==> src/hdl/tlb_params.svh <==
`ifndef TLB_PARAMS_SVH
`define TLB_PARAMS_SVH

// Address space
`define TLB_VA_WIDTH       32
`define TLB_PA_WIDTH       40
`define TLB_PAGE_BITS      12   // 4 kB pages

// Set-associative geometry
`define TLB_SETS           8
`define TLB_SET_BITS       3
`define TLB_NUM_OFFSET     4    // Rows per set in each bank
`define TLB_OFFSET_BITS    2
`define TLB_NUM_BANKS      4
`define TLB_BANK_BITS      2

// Entry fields
`define TLB_TAG_BITS       17   // VA page number above the set bits
`define TLB_PPN_BITS       28
`define TLB_ENTRY_VALID    31
`define TLB_ENTRY_WR       30
`define TLB_ENTRY_RD       29

// Config port, address is {set, row, bank}
`define TLB_CFG_ADDR_BITS  7
`define TLB_CFG_DATA_BITS  32

`endif

==> src/hdl/tlb_pkg.sv <==
`default_nettype none

`include "tlb_params.svh"

package tlb_pkg;

   // Search sequencer
   typedef enum logic [1:0] {
      IDLE,
      SEARCH,
      WAIT     // All rows issued, verdict still in flight
   } seq_state_e;

   typedef enum logic [1:0] {
      V_HIT,
      V_MISS,
      V_PROT,
      V_MULTI
   } verdict_e;

   // Same bit order as the config address
   typedef struct packed {
      logic [`TLB_SET_BITS-1:0]    set;
      logic [`TLB_OFFSET_BITS-1:0] row;
      logic [`TLB_BANK_BITS-1:0]   bank;
   } entry_idx_t;

   typedef struct packed {
      logic                      valid;
      verdict_e                  kind;
      entry_idx_t                idx;       // Only meaningful for V_HIT
      logic [`TLB_PAGE_BITS-1:0] page_off;
   } verdict_t;

endpackage

`default_nettype wire

==> src/hdl/tlb_ifs.sv <==
`timescale 1ns/1ps
`default_nettype none

`include "tlb_params.svh"

// Config writes, one strobe per table
interface tlb_cfg_if;
   logic                          va_we;
   logic                          pa_we;
   logic [`TLB_CFG_ADDR_BITS-1:0] addr;
   logic [`TLB_CFG_DATA_BITS-1:0] wdata;

   modport va (input va_we, addr, wdata);
   modport pa (input pa_we, addr, wdata);
endinterface


`default_nettype wire

==> src/hdl/pa_table.sv <==
`timescale 1ns/1ps
`default_nettype none

`include "tlb_params.svh"

module pa_table (
   input  wire logic                     clk_i,
   input  wire logic                     rst_ni,
   tlb_cfg_if.pa                         cfg,
   input  wire tlb_pkg::verdict_t        verdict_i,
   output      logic                     hit_o,
   output      logic                     miss_o,
   output      logic                     prot_o,
   output      logic                     multi_hit_o,
   output      logic [`TLB_PA_WIDTH-1:0] out_addr_o
);

   localparam int PA_DEPTH = `TLB_SETS * `TLB_NUM_OFFSET * `TLB_NUM_BANKS;

   typedef logic [`TLB_PPN_BITS-1:0] ppn_t;

   ppn_t                      mem [PA_DEPTH];
   ppn_t                      ppn_q;
   logic [`TLB_PAGE_BITS-1:0] off_q;
   logic                      fire;

   assign fire = verdict_i.valid;

   //////////////////////////////////////////////////
   // PA RAM
   //////////////////////////////////////////////////
   always_ff @(posedge clk_i) begin
      if (cfg.pa_we) begin
         mem[cfg.addr] <= cfg.wdata[`TLB_PPN_BITS-1:0];
      end
   end

   // Read only on a verdict so out_addr_o holds between lookups
   always_ff @(posedge clk_i) begin
      if (fire) begin
         ppn_q <= mem[verdict_i.idx];
         off_q <= verdict_i.page_off;
      end
   end

   //////////////////////////////////////////////////
   // Result pulses, aligned with the RAM read
   //////////////////////////////////////////////////
   always_ff @(posedge clk_i) begin
      if (!rst_ni) begin
         hit_o       <= 1'b0;
         miss_o      <= 1'b0;
         prot_o      <= 1'b0;
         multi_hit_o <= 1'b0;
      end else begin
         hit_o       <= fire && (verdict_i.kind == tlb_pkg::V_HIT);
         miss_o      <= fire && (verdict_i.kind == tlb_pkg::V_MISS);
         prot_o      <= fire && (verdict_i.kind == tlb_pkg::V_PROT);
         multi_hit_o <= fire && (verdict_i.kind == tlb_pkg::V_MULTI);
      end
   end

   assign out_addr_o = {ppn_q, off_q};   // Page offset passes through

endmodule

`default_nettype wire

==> src/flat_wrapper.sv <==
// flat-port wrapper written by rule: the top's interface ports become plain ports
module pa_table_flat 
  (clk_i, rst_ni, verdict_i, hit_o, miss_o, prot_o, multi_hit_o, out_addr_o, cfg_pa_we, cfg_addr, cfg_wdata);
  tlb_cfg_if cfg_i ();
  input  wire logic clk_i;
  input  wire logic rst_ni;
  input  wire tlb_pkg::verdict_t verdict_i;
  output      logic hit_o;
  output      logic miss_o;
  output      logic prot_o;
  output      logic multi_hit_o;
  output      logic [`TLB_PA_WIDTH-1:0] out_addr_o;
  input wire logic [$bits(cfg_i.pa_we)-1:0] cfg_pa_we;
  input wire logic [$bits(cfg_i.addr)-1:0] cfg_addr;
  input wire logic [$bits(cfg_i.wdata)-1:0] cfg_wdata;
  assign cfg_i.pa_we = cfg_pa_we;
  assign cfg_i.addr = cfg_addr;
  assign cfg_i.wdata = cfg_wdata;
  pa_table u_core (.clk_i(clk_i), .rst_ni(rst_ni), .cfg(cfg_i), .verdict_i(verdict_i), .hit_o(hit_o), .miss_o(miss_o), .prot_o(prot_o), .multi_hit_o(multi_hit_o), .out_addr_o(out_addr_o));
endmodule
==> config.mk <==
export PLATFORM = sky130hd
export DESIGN_NAME = pa_table_flat
export DESIGN_NICKNAME = d
export VERILOG_FILES = /design/src/hdl/tlb_pkg.sv /design/src/hdl/tlb_ifs.sv /design/src/hdl/pa_table.sv /design/src/flat_wrapper.sv
export VERILOG_INCLUDE_DIRS = /design/src /design/src/hdl
export SDC_FILE = /design/constraint.sdc
export NUM_CORES = 2
export LEC_CHECK = 0
export BUFFER_PORTS_ARGS = -buffer_cell sky130_fd_sc_hd__buf_2
export CORE_ASPECT_RATIO = 1.4
export CORE_MARGIN = 2
export CORE_UTILIZATION = 60
export DETAILED_ROUTE_END_ITERATION = 10
export PLACE_DENSITY = 0.73
export SLEW_MARGIN = 40
export SYNTH_ARGS = -nofsm -noshare
export SYNTH_HDL_FRONTEND = slang
export SYNTH_SLANG_ARGS = --single-unit
==> constraint.sdc <==
create_clock -name clk_i -period 4 [get_ports clk_i]
set_input_delay 0.4 -clock clk_i [delete_from_list [all_inputs] [get_ports clk_i]]
set_output_delay 0.4 -clock clk_i [all_outputs]
set_load 0.01 [all_outputs]
==> impl_metrics.json <==
{
  "status": "finished, violations left",
  "violations": "hold timing",
  "max_slew_margin_pct": 41.6,
  "path_class": "primary input to flop",
  "row_count": 208,
  "cts_sinks": 3628,
  "drtAntennaViolNets": 0,
  "vdd.ir_drop.worst_mv": 0.452,
  "ctsLongestPathBuffers": 4,
  "yosysTopAreaCellShare_pct": 79.1,
  "r2r_cells": 4,
  "antenna_found_initial": 43,
  "min_from": "cfg_wdata[23]",
  "muxShareOfSynthArea_pct": 19.5,
  "synth_area_um2": 138000,
  "die-area_um2": 233000,
  "clk_pin_slew_ns": 0.06,
  "htree_levels": 5,
  "grt_max_degree": 101,
  "rsz0062_at_grt": "false",
  "cts-root-buf": "clkbuf_16",
  "crit_fanout": 29,
  "reg2reg_slack_ns": 1.23,
  "io_pins": 108,
  "yosysTopAreaCell": "edfxtp_1",
  "cts_resized": 0,
  "dr_total_vias": 63333,
  "track_usage_pct": 30.3,
  "seq_area_frac_synth_pct": 79.2,
  "hold_ws_ns": -0.0000985,
  "worstPathArrival_ns": 3.37,
  "detail_route.first_pass.iterations": 5,
  "r2r-end": "u_core.ppn_q[3]$_DFFE_PP_",
  "grt-ovfl-total": 0,
  "grt_pass1_wl_um": 489000,
  "drive_gt1_share_pct": 36.6,
  "post-cts-setup-buffers": 0,
  "ys_ff_latch": 3628,
  "placed_cell_area_um2": 145000,
  "min_period_ns": 2.77,
  "critical_path.endpoint_type": "flop",
  "worstSetupStartpointType": "primary input",
  "critPathRequiredTime_ns": 4.60,
  "clock.fmax_ghz": 0.361,
  "layout.nets": 5847,
  "period_share_pct": 69.3,
  "grt_pass1_vias": 64562,
  "dieWidth_um": 409,
  "hold_class": "primary input to flop",
  "synthTopCellsByArea": "edfxtp_1 79%, mux4_2 19%, clkbuf_1 0.45%, nor2_1 0.34%, buf_2 0.25%",
  "start_util_pct": 60.1,
  "setup_viol": 0,
  "final_core_util_pct": 68.2,
  "worst_pin_slew_ns": 0.873,
  "drtIter0Drc": 8802,
  "place_congestion": 0.816,
  "cts_inserted_buffers": 324,
  "ys_types": 17,
  "drcViolationCount": 0,
  "final_common_cell": "edfxtp_1",
  "stdcell_area_um2": 156000,
  "drv_cap": 0,
  "seqCellArea_um2": 109000,
  "yosys_warnings": 0,
  "startpoint": "verdict_i[12]",
  "synth_top_family_by_area": "multiplexers",
  "core_area_um2": 229000,
  "synth_fa_ha_area_share_pct": 0,
  "leakage_uw": 0.0480,
  "place.port_buffers": 103,
  "yosys.area_share.simple_pct": 0.526,
  "cts_tree": "yes",
  "die_y_um": 571,
  "cts-hold-fix-buffers": 24,
  "via_per_inst": 6.96,
  "min_path_cells": 1,
  "final.setup_skew_ns": 0.0601,
  "hold_path_end": "u_core.mem[93][23]$_DFFE_PP_",
  "fin_setup_tns_ns": 0,
  "power_density_nw_per_um2": 491,
  "hold_viol_final": 1,
  "clock_latency_ns": 0.90,
  "finalMaxSlewViolations": 0,
  "place_hpwl_um": 193000,
  "routedWlPerCell_um": 38.3,
  "syn-num-nets": 5351,
  "multi_input_area_um2": 28500,
  "synth_xor_area_share_pct": 0,
  "drt-total-wl_um": 348000,
  "synth_area_per_cell_um2": 26.0,
  "reg2reg_from": "u_core.mem[63][3]$_DFFE_PP_",
  "area_growth_pct": 13.4,
  "final_cell_mix": "3624 x edfxtp_1, 1176 x mux4_2, 329 x clkbuf_16",
  "synth_compound_area_share_pct": 0,
  "synthCells": 5287,
  "nFillCells": 13125
}
[cells by family after synthesis]
family        Yosys count
flops                3628
mux                  1204
buf+inv               279
simple gates          176
[Yosys cell counts, drive strengths merged]
cell type and instances:
edfxtp 3624, mux4 1176, clkbuf 166, nor2 124, buf 112, mux2 28, nand2 15, nand3 13
nor3 11, nor2b 7, dfxtp 4, nand4 3, nand2b 2, inv 1, or3 1
[how the worst max path moves through the flow]
stage                                        to  slack [ns]
floorplan           u_core.mem[98][0]$_DFFE_PP_        0.64
global placement     u_core.ppn_q[22]$_DFFE_PP_        0.37
detailed placement   u_core.ppn_q[22]$_DFFE_PP_        0.37
CTS                   u_core.ppn_q[3]$_DFFE_PP_        1.25
global route         u_core.ppn_q[17]$_DFFE_PP_        1.18
finish               u_core.ppn_q[17]$_DFFE_PP_        1.23
[layer usage]
metal	wire (um)	share of wire, %	GRT usage, %	up-vias
met4	17500	5.0	13.4	28
met3	33300	9.6	5.34	726
met1	120000	34	39.6	34264
met5	161	0.046	0	-
li1	-	-	-	24240
met2	178000	51	50.7	4075
[registers in the layout, indices dropped and copies added, names as in the netlist]
signal              flops
u_core.hit_o            1
u_core.mem           3584
u_core.miss_o           1
u_core.multi_hit_o      1
u_core.off_q           12
u_core.ppn_q           28
u_core.prot_o           1
[power by group]
part           leakage [uW]  internal [uW]  switching [uW]  total (uW)
clock               0.00496          16800           13500       30400
sequential           0.0326          42000             105       42100
combinational        0.0104           1660            2440        4110
[stage by stage]
stage                     power, uW  hold WS, ns  cells  setup WS [ns]
after floorplan               44900        0.472   5287          0.642
after global placement        46900        0.582   8471          0.373
after detailed placement      47000        0.579   8474          0.369
after CTS                     76900       0.0327   9072           1.25
after global routing          78300       0.0184   9091           1.18
final                         76600   -0.0000985   9099           1.23
[final cells by class]
class                   instances  area share [%]
flip-flops and latches       3628            69.8
multi-input cells            1380            18.3
clock buffers                 381            5.40
repair buffers                448            2.90
well taps                    3045            2.44
clock inverters               193            1.13
diodes                         23          0.0369
inverters                       1         0.00241
[critical path, cell delays in order]
cell,delay [ns]
buf_12,0.31
buf_12,0.27
buf_12,0.26
buf_12,0.19
mux4_2,0.50
mux4_2,0.57
mux4_2,0.51
mux2_2,0.28
Note: power is estimated with default switching activity, not from simulation.
