**config.mk**
```make
export PLATFORM = sky130hd
export DESIGN_NAME = entry_banks_flat
export DESIGN_NICKNAME = d
export VERILOG_FILES = /design/src/hdl/tlb_ifs.sv /design/src/hdl/entry_banks.sv /design/src/flat_wrapper.sv
export VERILOG_INCLUDE_DIRS = /design/src /design/src/hdl
export SDC_FILE = /design/constraint.sdc
export NUM_CORES = 2
export LEC_CHECK = 0
export CAP_MARGIN = 20
export CORE_MARGIN = 5
export CORE_UTILIZATION = 32
export DETAILED_ROUTE_END_ITERATION = 6
export DONT_BUFFER_PORTS = 1
export GPL_TIMING_DRIVEN = 0
export PLACE_DENSITY = 0.46
export SYNTH_ARGS = -nofsm -noshare
export SYNTH_HDL_FRONTEND = slang
export SYNTH_MEMORY_MAX_BITS = 65536
export SYNTH_SLANG_ARGS = --single-unit
```
**constraint.sdc**
```tcl
create_clock -name clk_i -period 2.9 [get_ports clk_i]
set_input_delay 0.435 -clock clk_i [delete_from_list [all_inputs] [get_ports clk_i]]
set_output_delay 0.435 -clock clk_i [all_outputs]
set_load 0.03 [all_outputs]
```
**src/hdl/tlb_params.svh**
```systemverilog
`ifndef TLB_PARAMS_SVH
`define TLB_PARAMS_SVH

// Address space
`define TLB_VA_WIDTH       32
`define TLB_PA_WIDTH       40
`define TLB_PAGE_BITS      12   // 4 kB pages

// Set-associative geometry
`define TLB_SETS           8
`define TLB_SET_BITS       3
`define TLB_NUM_OFFSET     4    // Rows per set in each bank
`define TLB_OFFSET_BITS    2
`define TLB_NUM_BANKS      4
`define TLB_BANK_BITS      2

// Entry fields
`define TLB_TAG_BITS       17   // VA page number above the set bits
`define TLB_PPN_BITS       28
`define TLB_ENTRY_VALID    31
`define TLB_ENTRY_WR       30
`define TLB_ENTRY_RD       29

// Config port, address is {set, row, bank}
`define TLB_CFG_ADDR_BITS  7
`define TLB_CFG_DATA_BITS  32

`endif

```
**src/hdl/tlb_ifs.sv**
```systemverilog
`timescale 1ns/1ps
`default_nettype none

`include "tlb_params.svh"

// Config writes, one strobe per table
interface tlb_cfg_if;
   logic                          va_we;
   logic                          pa_we;
   logic [`TLB_CFG_ADDR_BITS-1:0] addr;
   logic [`TLB_CFG_DATA_BITS-1:0] wdata;

   modport va (input va_we, addr, wdata);
   modport pa (input pa_we, addr, wdata);
endinterface

// One row per beat to all banks
interface tlb_search_if;
   logic                        valid;
   logic                        first;
   logic                        last;
   logic [`TLB_SET_BITS-1:0]    set;
   logic [`TLB_OFFSET_BITS-1:0] row;
   logic [`TLB_TAG_BITS-1:0]    tag;
   logic                        rw;    // 1 for write

   modport drv (output valid, first, last, set, row, tag, rw);
   modport rcv (input  valid, first, last, set, row, tag, rw);
endinterface

// Per-bank compare results of one row
interface tlb_beat_if;
   logic                        valid;
   logic                        first;
   logic                        last;
   logic [`TLB_NUM_BANKS-1:0]   hit;
   logic [`TLB_NUM_BANKS-1:0]   prot;
   logic [`TLB_SET_BITS-1:0]    set;
   logic [`TLB_OFFSET_BITS-1:0] row;

   modport drv (output valid, first, last, hit, prot, set, row);
   modport rcv (input  valid, first, last, hit, prot, set, row);
endinterface

`default_nettype wire

```
**src/hdl/entry_banks.sv**
```systemverilog
`timescale 1ns/1ps
`default_nettype none

`include "tlb_params.svh"

module entry_banks (
   input  wire logic  clk_i,
   input  wire logic  rst_ni,
   tlb_cfg_if.va      cfg,
   tlb_search_if.rcv  srch,
   tlb_beat_if.drv    beat
);

   localparam int BANK_WORDS = `TLB_SETS * `TLB_NUM_OFFSET;
   localparam int WORD_BITS  = `TLB_SET_BITS + `TLB_OFFSET_BITS;

   typedef logic [`TLB_BANK_BITS-1:0]     bank_t;
   typedef logic [`TLB_CFG_DATA_BITS-1:0] entry_t;

   logic [WORD_BITS-1:0] cfg_word;
   entry_t               rd_q [`TLB_NUM_BANKS];

   // Beat tags after the RAM read
   logic                        s1_valid;
   logic                        s1_first;
   logic                        s1_last;
   logic [`TLB_SET_BITS-1:0]    s1_set;
   logic [`TLB_OFFSET_BITS-1:0] s1_row;
   logic [`TLB_TAG_BITS-1:0]    s1_tag;
   logic                        s1_rw;

   logic [`TLB_NUM_BANKS-1:0]   hit_d;
   logic [`TLB_NUM_BANKS-1:0]   prot_d;

   assign cfg_word = cfg.addr[`TLB_CFG_ADDR_BITS-1:`TLB_BANK_BITS];

   //////////////////////////////////////////////////
   // VA entry RAMs, bank picked by low addr bits
   //////////////////////////////////////////////////
   for (genvar g = 0; g < `TLB_NUM_BANKS; g++) begin : g_bank
      entry_t mem [BANK_WORDS];
      entry_t ent;

      always_ff @(posedge clk_i) begin
         if (cfg.va_we && (cfg.addr[`TLB_BANK_BITS-1:0] == bank_t'(g))) begin
            mem[cfg_word] <= cfg.wdata;
         end
         rd_q[g] <= mem[{srch.set, srch.row}];
      end

      assign ent      = rd_q[g];
      assign hit_d[g] = ent[`TLB_ENTRY_VALID] && (ent[`TLB_TAG_BITS-1:0] == s1_tag);
      // Permission bit for the requested access
      assign prot_d[g] = hit_d[g] && (s1_rw ? !ent[`TLB_ENTRY_WR] : !ent[`TLB_ENTRY_RD]);
   end

   //////////////////////////////////////////////////
   // Tag pipeline and compare register
   //////////////////////////////////////////////////
   always_ff @(posedge clk_i) begin
      if (!rst_ni) begin
         s1_valid   <= 1'b0;
         beat.valid <= 1'b0;
      end else begin
         s1_valid   <= srch.valid;
         beat.valid <= s1_valid;
      end
   end

   always_ff @(posedge clk_i) begin
      s1_first <= srch.first;
      s1_last  <= srch.last;
      s1_set   <= srch.set;
      s1_row   <= srch.row;
      s1_tag   <= srch.tag;
      s1_rw    <= srch.rw;

      beat.first <= s1_first;
      beat.last  <= s1_last;
      beat.set   <= s1_set;
      beat.row   <= s1_row;
      beat.hit   <= hit_d;
      beat.prot  <= prot_d;
   end

endmodule

`default_nettype wire

```
**src/flat_wrapper.sv**
```systemverilog
// flat-port wrapper written by rule: the top's interface ports become plain ports
module entry_banks_flat 
  (clk_i, rst_ni, cfg_va_we, cfg_addr, cfg_wdata, srch_valid, srch_first, srch_last, srch_set, srch_row, srch_tag, srch_rw, beat_valid, beat_first, beat_last, beat_hit, beat_prot, beat_set, beat_row);
  tlb_cfg_if cfg_i ();
  tlb_search_if srch_i ();
  tlb_beat_if beat_i ();
  input  wire logic clk_i;
  input  wire logic rst_ni;
  input wire logic [$bits(cfg_i.va_we)-1:0] cfg_va_we;
  input wire logic [$bits(cfg_i.addr)-1:0] cfg_addr;
  input wire logic [$bits(cfg_i.wdata)-1:0] cfg_wdata;
  input wire logic [$bits(srch_i.valid)-1:0] srch_valid;
  input wire logic [$bits(srch_i.first)-1:0] srch_first;
  input wire logic [$bits(srch_i.last)-1:0] srch_last;
  input wire logic [$bits(srch_i.set)-1:0] srch_set;
  input wire logic [$bits(srch_i.row)-1:0] srch_row;
  input wire logic [$bits(srch_i.tag)-1:0] srch_tag;
  input wire logic [$bits(srch_i.rw)-1:0] srch_rw;
  output wire logic [$bits(beat_i.valid)-1:0] beat_valid;
  output wire logic [$bits(beat_i.first)-1:0] beat_first;
  output wire logic [$bits(beat_i.last)-1:0] beat_last;
  output wire logic [$bits(beat_i.hit)-1:0] beat_hit;
  output wire logic [$bits(beat_i.prot)-1:0] beat_prot;
  output wire logic [$bits(beat_i.set)-1:0] beat_set;
  output wire logic [$bits(beat_i.row)-1:0] beat_row;
  assign cfg_i.va_we = cfg_va_we;
  assign cfg_i.addr = cfg_addr;
  assign cfg_i.wdata = cfg_wdata;
  assign srch_i.valid = srch_valid;
  assign srch_i.first = srch_first;
  assign srch_i.last = srch_last;
  assign srch_i.set = srch_set;
  assign srch_i.row = srch_row;
  assign srch_i.tag = srch_tag;
  assign srch_i.rw = srch_rw;
  assign beat_valid = beat_i.valid;
  assign beat_first = beat_i.first;
  assign beat_last = beat_i.last;
  assign beat_hit = beat_i.hit;
  assign beat_prot = beat_i.prot;
  assign beat_set = beat_i.set;
  assign beat_row = beat_i.row;
  entry_banks u_core (.clk_i(clk_i), .rst_ni(rst_ni), .cfg(cfg_i), .srch(srch_i), .beat(beat_i));
endmodule
```
==> results.sh <==
export IMPL_track_usage=0.2213
export IMPL_ys_ff_latch=2682
export IMPL_synth_edf_count=2560
export IMPL_startpoint_type="primary input"
export IMPL_critPathRequiredTime_ps=3600
export IMPL_postRouteAntennaNets=0
export IMPL_violations="negative setup slack"
export IMPL_power_total_mw=85.83
export IMPL_synth_cells=4965
export IMPL_final_util=0.3831
export IMPL_fin_skew_ps=68.33
export IMPL_grt_pass1_wl_mm=486.5
export IMPL_setup_viol=5
export IMPL_worst_pin_slew_ps=1181
export IMPL_synth_xor_area_frac=0.005890
export IMPL_finalCritPeriodShare=1.051
export IMPL_fillers=28360
export IMPL_crit_family="buffers and inverters"
export IMPL_fp_dieH_um=572.1
export IMPL_worstPathArrival_ps=3750
export IMPL_netlist_area_leader_share=0.7602
export IMPL_dpl_cell_area_um2=109700
export IMPL_numCtsBuffers=306
export IMPL_maxCapViolations=0
export IMPL_io_buffers=0
export IMPL_ys_async_sr_fraction=0
export IMPL_stdcell_count=9889
export IMPL_synth_area_mux_share=0.1355
export IMPL_rsz0062_at_grt="false"
export IMPL_max_slew_margin=0.2054
export IMPL_htreeDepth=5
export IMPL_core_area_um2=314700
export IMPL_wirelength_mm=369.6
export IMPL_critical_path_buf_inv_count=4
export IMPL_die_area_um2=327400
export IMPL_worstSetupPathType="primary input to flop"
export IMPL_synth_cell_type_count=38
export IMPL_cpMostUsedCell="buf_2"
export IMPL_crit_path_start="srch_set[0]"
export IMPL_grt_max_degree=129
export IMPL_insertion_delay_ps=920
export IMPL_cts_root_buf="clkbuf_16"
export IMPL_r2r_start="u_core.s1_tag[11]"
export IMPL_grt_pass1_vias=52540
export IMPL_synth_flop_cell="edfxtp_1"
export IMPL_hold_class="primary input to flop"
export IMPL_multi_input_area_um2=21310
export IMPL_fin_setup_tns_ps=-334.5
export IMPL_peakVddDrop_v=0.0004525
export IMPL_register_area_um2=79320
export IMPL_syn_num_nets=5033
export IMPL_finalHoldViolCount=0
export IMPL_synth_simple_gate_area_frac=0.02488
export IMPL_cts_tree="yes"
export IMPL_power_density_nw_per_um2=711.9
export IMPL_vias=53880
export IMPL_yosysTopAreaCell="edfxtp_1"
export IMPL_syn_to_final_growth_pct=19.23
export IMPL_period_needed_ps=3047
export IMPL_dp_slack_ps=-1013
export IMPL_critical_path_max_stage_delay_ps=860
export IMPL_crit_chain="buf_2 > buf_4 > buf_2 > buf_2 > mux4_2 > a22oi_1 > nand4_1"
export IMPL_design_area_um2=120600
export IMPL_synth_seq_area_share=0.7844
export IMPL_die_width_um=572.1
export IMPL_clk_pin_slew_ps=60
export IMPL_rows=206
export IMPL_holdCritStartpoint="cfg_wdata[29]"
export IMPL_synth_area_leaders="edfxtp_1 76%, mux4_2 7.6%, mux2i_1 5.9%"
export IMPL_nets=5520
export IMPL_maxSlewViolCount=0
export IMPL_leakagePower_nw=38.80
export IMPL_fin_worst_hold_slack_ps=3.871
export IMPL_synth_top_family_by_area="multiplexers"
export IMPL_antenna_found_initial=32
export IMPL_dp_cells=9245
export IMPL_synth_area_um2=101100
export IMPL_cpMaxStageDelayCell="a22oi_1"
export IMPL_cts_sinks=2682
export IMPL_synth_compound_area_frac=0.03477
export IMPL_avgSynthCellArea_um2=20.37
export IMPL_start_util=0.3213
export IMPL_max_freq_mhz=328.2
export IMPL_max_clock_path_buffers=4
export IMPL_dpl_hpwl_mm=243.2
export IMPL_drive_above_1_share=0.2202
export IMPL_drc_errors=0
export IMPL_yosys_area_share_adder=0
export IMPL_drtPass1Iterations=5
export IMPL_viasPerCell=5.449
export IMPL_ioPinCount=84
export IMPL_yosys_warnings=0
export IMPL_setup_slack_ps=-146.7
export IMPL_grt_ovfl_total=0
export IMPL_outcome="finished, violations left"
export IMPL_wl_per_cell_um=37.37
export IMPL_end_kind="flop"
export IMPL_initialDrtViolationCount=6904
export IMPL_cp_max_fo=10
export IMPL_gp_congestion=0.9231
[flip-flops by register name, summed over array words and instances (netlist names)]
signal and flops:
u_core.beat.last 1, u_core.s1_set 3, u_core.beat.set 3, u_core.s1_valid 1, u_core.beat.first 1, u_core.s1_rw 1, u_core.s1_tag 17, u_core.beat.prot 4
u_core.beat.valid 1, u_core.beat.row 2, u_core.g_bank.mem 2560, u_core.s1_row 2, u_core.s1_first 1, u_core.s1_last 1, u_core.beat.hit 4, u_core.rd_q 80
[cell type report]
class                           instances  share of cell area
Multi-Input combinational cell       2008              0.1768
Clock inverter                        187             0.01480
Antenna cell                           33           0.0006849
Timing Repair Buffer                  179             0.02737
Sequential cell                      2682              0.6579
Clock buffer                          365             0.06699
Tap cell                             4160             0.04317
Buffer                                275             0.01235
[final timing paths]
| kind | cells past startpoint | slack (ps) | end |
|---|---|---|---|
| min reg2reg | 0 | 320 | u_core.beat.last |
| min | 1 | 4 | u_core.g_bank[1].mem[3][29] |
| max | 7 | -150 | u_core.rd_q[2][2] |
| max reg2reg | 4 | 0 | u_core.beat.prot[1] |
[kinds of logic after synthesis]
logic type                count (synthesis)
and+or+nand+nor                         518
buffers and inverters                   275
DFF                                    2682
xor gates and xnor gates                 68
AOI/OAI and AO/OA                       481
muxes                                   941
[routing by layer]
metal  global-route usage  part of all wire  vias to the layer above
li1                     -                 -                    21580
met4               0.1004             0.051                        2
met1               0.2973              0.41                    29210
met2               0.3477              0.46                     2521
met5             0.003674           0.00045                        -
met3              0.04401             0.076                      577
[power by group]
part	leakage (nW)	internal [mW]	total (mW)	switching, mW
clock network	4.83	22.1	38.3	16.2
logic	9.93	1.34	4.60	3.25
registers	24.0	42.7	43.0	0.243
[what timing repair did]
action | in CTS | in global routing
gates cloned | 0 | 0
endpoints found under the hold margin | 2587 | 0
setup endpoints to repair | 1 | 4
buffers inserted | 0 | 0
hold buffers | 56 | 0
gates resized for setup | 1 | 3
[worst register-to-register path, delay by kind of cell (launching register included)]
family	cells	cell delay, ps
and+or+nand+nor	2	700
AOI/OAI and AO/OA	1	720
DFF	1	930
xor gates and xnor gates	1	370
[cell usage in the layout, fill, tap and decap left out, types with 40 or more instances in the layout]
| cell type | Yosys | final |
|---|---|---|
| buf_12 | 0 | 66 |
| xor2_1 | 64 | 64 |
| buf_2 | 123 | 125 |
| clkinv_1 | 0 | 62 |
| dfxtp_1 | 122 | 121 |
| edfxtp_1 | 2560 | 2560 |
| nand4_1 | 70 | 70 |
| mux4_2 | 342 | 342 |
| nand2_1 | 76 | 76 |
| mux2i_1 | 597 | 597 |
| clkbuf_16 | 0 | 312 |
| buf_16 | 0 | 40 |
| clkinv_2 | 0 | 64 |
| nor2_4 | 0 | 127 |
| nand3_1 | 155 | 155 |
| a22oi_1 | 413 | 413 |
| clkbuf_1 | 89 | 127 |
[cell usage after synthesis (all sizes together), types with 2 or more instances]
cell type / n
edfxtp: 2560
mux2i: 597
a22oi: 413
mux4: 342
buf: 186
nand3: 155
nor2: 145
dfxtp: 122
clkbuf: 89
nand2: 76
nand4: 70
xor2: 64
a21oi: 39
nor2b: 22
nor4: 17
a31oi: 12
a22o: 11
and2: 10
nor3b: 5
a2111oi: 4
and3: 4
xnor2: 4
nand3b: 3
and3b: 2
mux2: 2
nand2b: 2
nor3: 2
or2: 2
(Power assumes the default switching activity.)
