**src/hdl/tlb_params.svh**
```systemverilog
`ifndef TLB_PARAMS_SVH
`define TLB_PARAMS_SVH

// Address space
`define TLB_VA_WIDTH       32
`define TLB_PA_WIDTH       40
`define TLB_PAGE_BITS      12   // 4 kB pages

// Set-associative geometry
`define TLB_SETS           8
`define TLB_SET_BITS       3
`define TLB_NUM_OFFSET     4    // Rows per set in each bank
`define TLB_OFFSET_BITS    2
`define TLB_NUM_BANKS      4
`define TLB_BANK_BITS      2

// Entry fields
`define TLB_TAG_BITS       17   // VA page number above the set bits
`define TLB_PPN_BITS       28
`define TLB_ENTRY_VALID    31
`define TLB_ENTRY_WR       30
`define TLB_ENTRY_RD       29

// Config port, address is {set, row, bank}
`define TLB_CFG_ADDR_BITS  7
`define TLB_CFG_DATA_BITS  32

`endif

```
**src/hdl/tlb_pkg.sv**
```systemverilog
`default_nettype none

`include "tlb_params.svh"

package tlb_pkg;

   // Search sequencer
   typedef enum logic [1:0] {
      IDLE,
      SEARCH,
      WAIT     // All rows issued, verdict still in flight
   } seq_state_e;

   typedef enum logic [1:0] {
      V_HIT,
      V_MISS,
      V_PROT,
      V_MULTI
   } verdict_e;

   // Same bit order as the config address
   typedef struct packed {
      logic [`TLB_SET_BITS-1:0]    set;
      logic [`TLB_OFFSET_BITS-1:0] row;
      logic [`TLB_BANK_BITS-1:0]   bank;
   } entry_idx_t;

   typedef struct packed {
      logic                      valid;
      verdict_e                  kind;
      entry_idx_t                idx;       // Only meaningful for V_HIT
      logic [`TLB_PAGE_BITS-1:0] page_off;
   } verdict_t;

endpackage

`default_nettype wire

```
**src/hdl/tlb_ifs.sv**
```systemverilog
`timescale 1ns/1ps
`default_nettype none

`include "tlb_params.svh"


// One row per beat to all banks
interface tlb_search_if;
   logic                        valid;
   logic                        first;
   logic                        last;
   logic [`TLB_SET_BITS-1:0]    set;
   logic [`TLB_OFFSET_BITS-1:0] row;
   logic [`TLB_TAG_BITS-1:0]    tag;
   logic                        rw;    // 1 for write

   modport drv (output valid, first, last, set, row, tag, rw);
   modport rcv (input  valid, first, last, set, row, tag, rw);
endinterface


`default_nettype wire

```
**src/hdl/search_seq.sv**
```systemverilog
`timescale 1ns/1ps
`default_nettype none

`include "tlb_params.svh"

module search_seq (
   input  wire logic                     clk_i,
   input  wire logic                     rst_ni,
   input  wire logic                     l1_miss_i,
   input  wire logic [`TLB_VA_WIDTH-1:0] vaddr_i,
   input  wire logic                     rw_i,
   input  wire logic                     stop_i,     // Verdict issued
   output      logic                     busy_o,
   output      logic [`TLB_PAGE_BITS-1:0] page_off_o,
   tlb_search_if.drv                     srch
);

   typedef logic [`TLB_OFFSET_BITS-1:0] row_t;

   localparam row_t LAST_ROW = row_t'(`TLB_NUM_OFFSET - 1);

   tlb_pkg::seq_state_e      state_q, state_d;
   row_t                     row_q;
   logic                     busy_q;
   logic                     accept;
   logic                     last_row;
   logic [`TLB_VA_WIDTH-1:0] vaddr_q;
   logic                     rw_q;

   // New lookups only once the previous result is out
   assign accept   = l1_miss_i && !busy_q && (state_q == tlb_pkg::IDLE);
   assign last_row = (row_q == LAST_ROW);

   //////////////////////////////////////////////////
   // FSM
   //////////////////////////////////////////////////
   always_comb begin
      state_d = state_q;
      case (state_q)
         tlb_pkg::IDLE: begin
            if (accept) state_d = tlb_pkg::SEARCH;
         end
         tlb_pkg::SEARCH: begin
            if (stop_i) begin
               state_d = tlb_pkg::IDLE;   // Early verdict wins over last row
            end else if (last_row) begin
               state_d = tlb_pkg::WAIT;
            end
         end
         tlb_pkg::WAIT: begin
            if (stop_i) state_d = tlb_pkg::IDLE;
         end
         default: state_d = tlb_pkg::IDLE;
      endcase
   end

   always_ff @(posedge clk_i) begin
      if (!rst_ni) begin
         state_q <= tlb_pkg::IDLE;
         row_q   <= '0;
         busy_q  <= 1'b0;
      end else begin
         state_q <= state_d;
         if (accept) begin
            row_q  <= '0;
            busy_q <= 1'b1;
         end else begin
            if (state_q == tlb_pkg::SEARCH) row_q <= row_q + 1'b1;
            // IDLE one cycle after stop, result pulse already out
            if (state_q == tlb_pkg::IDLE) busy_q <= 1'b0;
         end
      end
   end

   // Request payload
   always_ff @(posedge clk_i) begin
      if (accept) begin
         vaddr_q <= vaddr_i;
         rw_q    <= rw_i;
      end
   end

   //////////////////////////////////////////////////
   // Beat outputs
   //////////////////////////////////////////////////
   assign srch.valid = (state_q == tlb_pkg::SEARCH);
   assign srch.first = (row_q == '0);
   assign srch.last  = last_row;
   assign srch.row   = row_q;
   assign srch.set   = vaddr_q[`TLB_PAGE_BITS +: `TLB_SET_BITS];
   assign srch.tag   = vaddr_q[`TLB_VA_WIDTH-1 : `TLB_PAGE_BITS + `TLB_SET_BITS];
   assign srch.rw    = rw_q;

   assign busy_o     = busy_q;
   assign page_off_o = vaddr_q[`TLB_PAGE_BITS-1:0];

endmodule

`default_nettype wire

```
**src/flat_wrapper.sv**
```systemverilog
// flat-port wrapper written by rule: the top's interface ports become plain ports
module search_seq_flat 
  (clk_i, rst_ni, l1_miss_i, vaddr_i, rw_i, stop_i, busy_o, page_off_o, srch_valid, srch_first, srch_last, srch_set, srch_row, srch_tag, srch_rw);
  tlb_search_if srch_i ();
  input  wire logic clk_i;
  input  wire logic rst_ni;
  input  wire logic l1_miss_i;
  input  wire logic [`TLB_VA_WIDTH-1:0] vaddr_i;
  input  wire logic rw_i;
  input  wire logic stop_i;
  output      logic busy_o;
  output      logic [`TLB_PAGE_BITS-1:0] page_off_o;
  output wire logic [$bits(srch_i.valid)-1:0] srch_valid;
  output wire logic [$bits(srch_i.first)-1:0] srch_first;
  output wire logic [$bits(srch_i.last)-1:0] srch_last;
  output wire logic [$bits(srch_i.set)-1:0] srch_set;
  output wire logic [$bits(srch_i.row)-1:0] srch_row;
  output wire logic [$bits(srch_i.tag)-1:0] srch_tag;
  output wire logic [$bits(srch_i.rw)-1:0] srch_rw;
  assign srch_valid = srch_i.valid;
  assign srch_first = srch_i.first;
  assign srch_last = srch_i.last;
  assign srch_set = srch_i.set;
  assign srch_row = srch_i.row;
  assign srch_tag = srch_i.tag;
  assign srch_rw = srch_i.rw;
  search_seq u_core (.clk_i(clk_i), .rst_ni(rst_ni), .l1_miss_i(l1_miss_i), .vaddr_i(vaddr_i), .rw_i(rw_i), .stop_i(stop_i), .busy_o(busy_o), .page_off_o(page_off_o), .srch(srch_i));
endmodule
```
**config.mk**
```make
export PLATFORM = sky130hd
export DESIGN_NAME = search_seq_flat
export DESIGN_NICKNAME = d
export VERILOG_FILES = /design/src/hdl/tlb_pkg.sv /design/src/hdl/tlb_ifs.sv /design/src/hdl/search_seq.sv /design/src/flat_wrapper.sv
export VERILOG_INCLUDE_DIRS = /design/src /design/src/hdl
export SDC_FILE = /design/constraint.sdc
export NUM_CORES = 1
export LEC_CHECK = 0
export BUFFER_PORTS_ARGS = -buffer_cell sky130_fd_sc_hd__buf_4
export CORE_MARGIN = 2
export CORE_UTILIZATION = 30
export CTS_BUF_LIST = sky130_fd_sc_hd__clkbuf_8
export DETAILED_ROUTE_END_ITERATION = 7
export PLACE_DENSITY = 0.59
export SKIP_CTS_REPAIR_TIMING = 1
export SYNTH_ARGS = -nofsm -noshare
export SYNTH_HDL_FRONTEND = slang
export SYNTH_SLANG_ARGS = --single-unit
```
**constraint.sdc**
```tcl
create_clock -name clk_i -period 2.3 [get_ports clk_i]
set_input_delay 0.345 -clock clk_i [delete_from_list [all_inputs] [get_ports clk_i]]
set_output_delay 0.345 -clock clk_i [all_outputs]
set_load 0.03 [all_outputs]
```
==> results of run 1 <==
worst max-delay path by stage:
stage                               endpoint  cells after the start               from  slack [ns]
final                     u_core.vaddr_q[20]                      2  u_core.state_q[0]        0.62
after detailed placement  u_core.vaddr_q[25]                      3          l1_miss_i        0.58
after floorplan               u_core.srch.rw                      2      u_core.busy_o        0.66
after CTS                 u_core.vaddr_q[20]                      2  u_core.state_q[0]        0.60
after global placement     u_core.vaddr_q[4]                      3          l1_miss_i        0.62
after global routing      u_core.vaddr_q[17]                      2  u_core.state_q[0]        0.53
worst max-delay path: stages (launching register included):
cell      delay [ns]
dfxtp_1         0.33
or4b_4          0.56
clkinv_2        0.43
cell usage after synthesis:
cell type | instances | area (µm²)
a21boi_1 | 1 | 7.51
a21oi_1 | 1 | 5.00
a21oi_2 | 1 | 8.76
and2b_2 | 1 | 8.76
buf_4 | 1 | 7.51
clkinv_2 | 1 | 5.00
dfxtp_1 | 5 | 100
edfxtp_1 | 33 | 991
ha_1 | 2 | 25.0
inv_1 | 2 | 7.51
mux2i_1 | 1 | 10.0
nand2_1 | 1 | 3.75
nor2_1 | 3 | 11.3
nor2b_1 | 1 | 6.26
nor2b_2 | 1 | 8.76
nor3b_1 | 1 | 7.51
o21ai_0 | 1 | 5.00
or4b_4 | 1 | 13.8
xnor2_1 | 1 | 8.76
through the flow:
step | util, % | setup slack [ns] | hold slack (ns)
floorplan | - | 0.659 | 0.421
global placement | 46.5 | 0.616 | 0.477
detailed placement | 46.5 | 0.580 | 0.513
CTS | 49.8 | 0.604 | 0.216
global route | 49.8 | 0.534 | 0.210
finish | 49.8 | 0.622 | 0.231
area by class of cell:
type / count / area, µm² / area share [%]
clock buffer: 5 / 68.8 / 3.45
clock inverter: 3 / 63.8 / 3.20
inverter: 3 / 12.5 / 0.628
multi-input combinational: 17 / 130 / 6.53
sequential: 38 / 1090 / 54.8
tap: 50 / 62.6 / 3.14
timing repair buffer: 75 / 563 / 28.3
per-layer routing:
metal  vias to the layer above  global-route usage [%]  routed length [µm]
li1                        376                       -                   -
met1                       368                    11.4                 891
met2                        40                    19.2                1400
met3                         4                    7.40                 296
met4                         0                    6.00                  29
met5                         -                       0                   0
kinds of logic (layout without fill, tap and decap cells):
family,Yosys count,in the layout
AO/OA/AOI/OAI,4,4
adder cells (fa/ha/maj),2,2
AND/OR/NAND/NOR,9,9
flip-flops,38,38
XOR/XNOR,1,1
multiplexers,1,1
buffers and inverters,4,86
cell usage in the layout (no fill, tap or decap):
cell,Yosys,routed
buf_4,1,75
edfxtp_1,33,33
clkbuf_8,0,5
dfxtp_1,5,5
nor2_1,3,3
inv_1,2,2
ha_1,2,2
bufinv_16,0,2
or4b_4,1,1
clkinv_2,1,1
nor2b_1,1,1
and2b_2,1,1
a21oi_1,1,1
nor3b_1,1,1
o21ai_0,1,1
a21boi_1,1,1
nand2_1,1,1
mux2i_1,1,1
xnor2_1,1,1
a21oi_2,1,1
nor2b_2,1,1
clkinv_1,0,1
flip-flops by register name, indices dropped and copies added, names as in the netlist:
| signal | count |
|---|---|
| u_core.vaddr_q | 32 |
| u_core.state_q | 2 |
| u_core.srch.row | 2 |
| u_core.srch.rw | 1 |
| u_core.busy_o | 1 |
report_power, final:
group	total [mW]	switching, mW	internal, mW
registers	0.821	0.0152	0.806
clock network	0.649	0.220	0.429
logic	0.250	0.147	0.103
==> results.tsv, run 1 <==
metric	value	unit
Clock Pin Slew Worst Setup and Hold Paths	0.08	ns
PwrDens	863	mW/mm²
unrepaired setup endpoints after global routing	false	
Routed WL	2620	µm
Compound-Gate Fraction of Synth Area	2.12	%
Distinct cells, synth	19	
Fmax	596	MHz
hold path endpoint	u_core.vaddr_q[13]	
critical path fanouts, max	34	
status	finished, final reports clean	
mapped cell area	0.00124	mm²
first-pass GRT wire length	3730	µm
FP Rows	23	
reg2reg end	u_core.vaddr_q[20]	
CTS sink cnt	38	
routability cong.	0.605	
setup slack, reg-to-reg	0.62	ns
initial antenna violation count	0	
sequential share of the synthesized area	87.9	%
setup TNS	0	ns
H-tree depth	2	
synthesized instance count	59	
Final Slew Violations	0	
Root Driver	clkbuf_8	
I/O pin count	76	
latest clock arrival within the worst-skew pair	0.28	ns
DR DRC count	0	
dpl cells	183	
net count after synthesis	98	
Tmin final	1.68	ns
R2R cell count	2	
worst endpoint required time	2.22	ns
Simple-Gate Fraction of Synth Area	4.84	%
gr usage total	11.7	%
count of final setup violators	0	
Leakage	0.843	nW
CTS tree	yes	
post-layout net count	179	
total power	1.72	mW
grt total ovfl	0	
Worst Skew	0.00776	ns
Hold Fails Final Rpt	0	
start of the worst register-to-register path	u_core.state_q[0]	
layout cells sized above 1	61.7	%
drt wl/cell	13.7	µm
largest family of logic cells by synthesized area	simple AND/OR/NAND/NOR gates	
worst hold stages	1	
hold wc startpoint	vaddr_i[13]	
vias in the first global route	831	
Ys Warns	0	
Slew headroom	62.1	%
die area	0.00467	mm²
post-synthesis mux area share	0.806	%
synthesis-to-layout area growth	60.5	%
largest net degree at the start of global routing	35	
CP Launch Type	register	
Peak VDD IR	0.555	mV
Die W	68.3	µm
Final Cell Area	0.00199	mm²
antenna-violating nets left	0	
area post-placement	0.00186	mm²
CTS Buf Count	5	
drt first pass iters	3	
Slew @ Worst Pin	0.568	ns
clk buf depth	2	
fin crit share	73.0	%
DR vias/cell	4.13	
starting density of the core	31.0	%
total vias in the final route	788	
IO Port Bufs	75	
fin cells	191	
Post-Synth XOR/XNOR Area	0.706	%
Max Cap Viol	0	
initial DRC count	41	
Die Y	68.3	µm
Adder-Cell Fraction of Synth Area	2.02	%
hold crit path type	input port to register	
Critical Path End Type	register	
synthesis-stage register bit count	38	
CORE AREA	0.00400	mm²
CP Data Arrival Time	1.59	ns
Crit Path Class	register to register	
syn_area_per_cell	21.0	µm²
n_diodes	0	
number of fillers in the final layout	351	
(Power assumes the default switching activity.)
==> inputs of run 2 (changes only) <==
Settings changed: PLACE_DENSITY 0.59 to 0.62.
Clock period 2.3 ns to 1.5 ns, I/O delays scaled along.
==> run 2 against run 1 <==
Non-clock buffer count unchanged. Power up 32%. Critical path depth did not move. Hold slack got worse by 0.12 ns. Via count decreased by 0.76%. Sequential share of layout area up 1.1 points. Largest cell class unchanged.
==> results.tsv, run 2 (synthesis results as in run 1) <==
metric	value	unit
initial DRC count	19	
I/O pin count	76	
setup slack, reg-to-reg	0.08	ns
first-pass GRT wire length	3330	µm
grt met2 use	15.3	%
n_diodes	0	
gr usage total	10.3	%
largest net degree at the start of global routing	35	
worst setup path startpoint	u_core.state_q[0]	
post-layout net count	179	
drt first pass iters	2	
grt met1 use	11.4	%
grt total ovfl	0	
routability cong.	0.691	
max reg flops	32	
Slew @ Worst Pin	0.270	ns
Final HPWL DP	1770	µm
fin crit share	94.6	%
hold crit path type	input port to register	
initial antenna violation count	0	
most frequent cells in the layout	buf_4, edfxtp_1, clkbuf_8, dfxtp_1	
Die Y	68.3	µm
CTS Buf Count	5	
start of the worst register-to-register path	u_core.state_q[0]	
Final Slew Violations	0	
H-tree depth	2	
reg2reg end	u_core.vaddr_q[2]	
synthesis-to-layout area growth	57.4	%
area post-placement	0.00187	mm²
antenna-violating nets left	0	
worst endpoint required time	1.48	ns
clk buf depth	2	
Clock Pin Slew Worst Setup and Hold Paths	0.07	ns
number of fillers in the final layout	358	
Hold Fails Final Rpt	0	
PwrDens	1160	mW/mm²
status	finished, final reports clean	
layer with the highest usage	met2	
die area	0.00467	mm²
Peak VDD IR	0.591	mV
Final Cell Area	0.00195	mm²
layout cells sized above 1	61.0	%
CP Data Arrival Time	1.40	ns
Max Cap Viol	0	
Slew headroom	81.9	%
unrepaired setup endpoints after global routing	false	
DR vias/cell	4.09	
drt wl/cell	12.2	µm
Fmax	705	MHz
Worst Skew	0.00254	ns
Critical Path End	u_core.vaddr_q[2]	
Root Driver	clkbuf_8	
area of the multi-input gates	133	µm²
Biggest register	u_core.vaddr_q	
starting density of the core	31.0	%
CTS sink cnt	38	
Critical Path End Type	register	
CTS tree	yes	
critical path fanouts, max	34	
count of final setup violators	0	
Die W	68.3	µm
total vias in the final route	782	
R2R cell count	2	
commonest non-fill, non-tap cell in the layout	buf_4	
Final Core Density	48.8	%
vias in the first global route	779	
DR DRC count	0	
CP Launch Type	register	
Crit Path Class	register to register	
met3 Use GR	6.91	%
Tmin final	1.42	ns
latest clock arrival within the worst-skew pair	0.28	ns
IO Port Bufs	75	
Routed WL	2340	µm
setup TNS	0	ns
CORE AREA	0.00400	mm²
FP Rows	23	
Leakage	0.821	nW
FF/Latch Area	0.00109	mm²
[run 2: critical path, cell delays in order, from the launching register on]
cell and delay [ns]:
dfxtp_1 0.33, or4b_4 0.60, clkinv_8 0.17
[run 2: cell type report]
type / count / area share, %
clock buffer: 5 / 3.52
clock inverter: 3 / 0.577
inverter: 3 / 1.22
multi-input combinational: 17 / 6.79
sequential: 38 / 55.9
tap: 50 / 3.20
timing repair buffer: 75 / 28.8
[run 2: per-layer routing]
layer  part of all wire (%)  up-vias  routed length [µm]
met5                      0        -                   0
met4                   0.60        0                  14
met3                     14        2                 329
met2                     50       48                1170
met1                     35      355                 824
li1                       -      377                   -
[run 2: through the flow]
step,setup slack [ns],power [mW],hold slack (ns),instances
floorplan,0.0449,1.48,0.301,59
global placement,0.122,1.66,0.400,183
detailed placement,0.0875,1.67,0.400,183
CTS,-0.0375,2.30,0.0946,191
global route,0.0416,2.37,0.0991,191
finish,0.0815,2.26,0.107,191
[run 2: how the worst min path moves through the flow]
| stage | end | cells after the start | slack [ns] | from |
|---|---|---|---|---|
| floorplan | u_core.state_q[1] | 1 | 0.30 | stop_i |
| global placement | u_core.state_q[1] | 2 | 0.40 | stop_i |
| detailed placement | u_core.state_q[1] | 2 | 0.40 | stop_i |
| CTS | u_core.state_q[1] | 2 | 0.09 | stop_i |
| global route | u_core.vaddr_q[1] | 1 | 0.1 | vaddr_i[1] |
| finish | u_core.state_q[1] | 2 | 0.11 | stop_i |
[run 2: power breakdown]
group | switching, mW | leakage, nW | internal [mW] | total, mW
Sequential | 0.0215 | 0.355 | 1.23 | 1.26
Combinational | 0.225 | 0.426 | 0.160 | 0.385
Clock | 0.315 | 0.0407 | 0.310 | 0.624
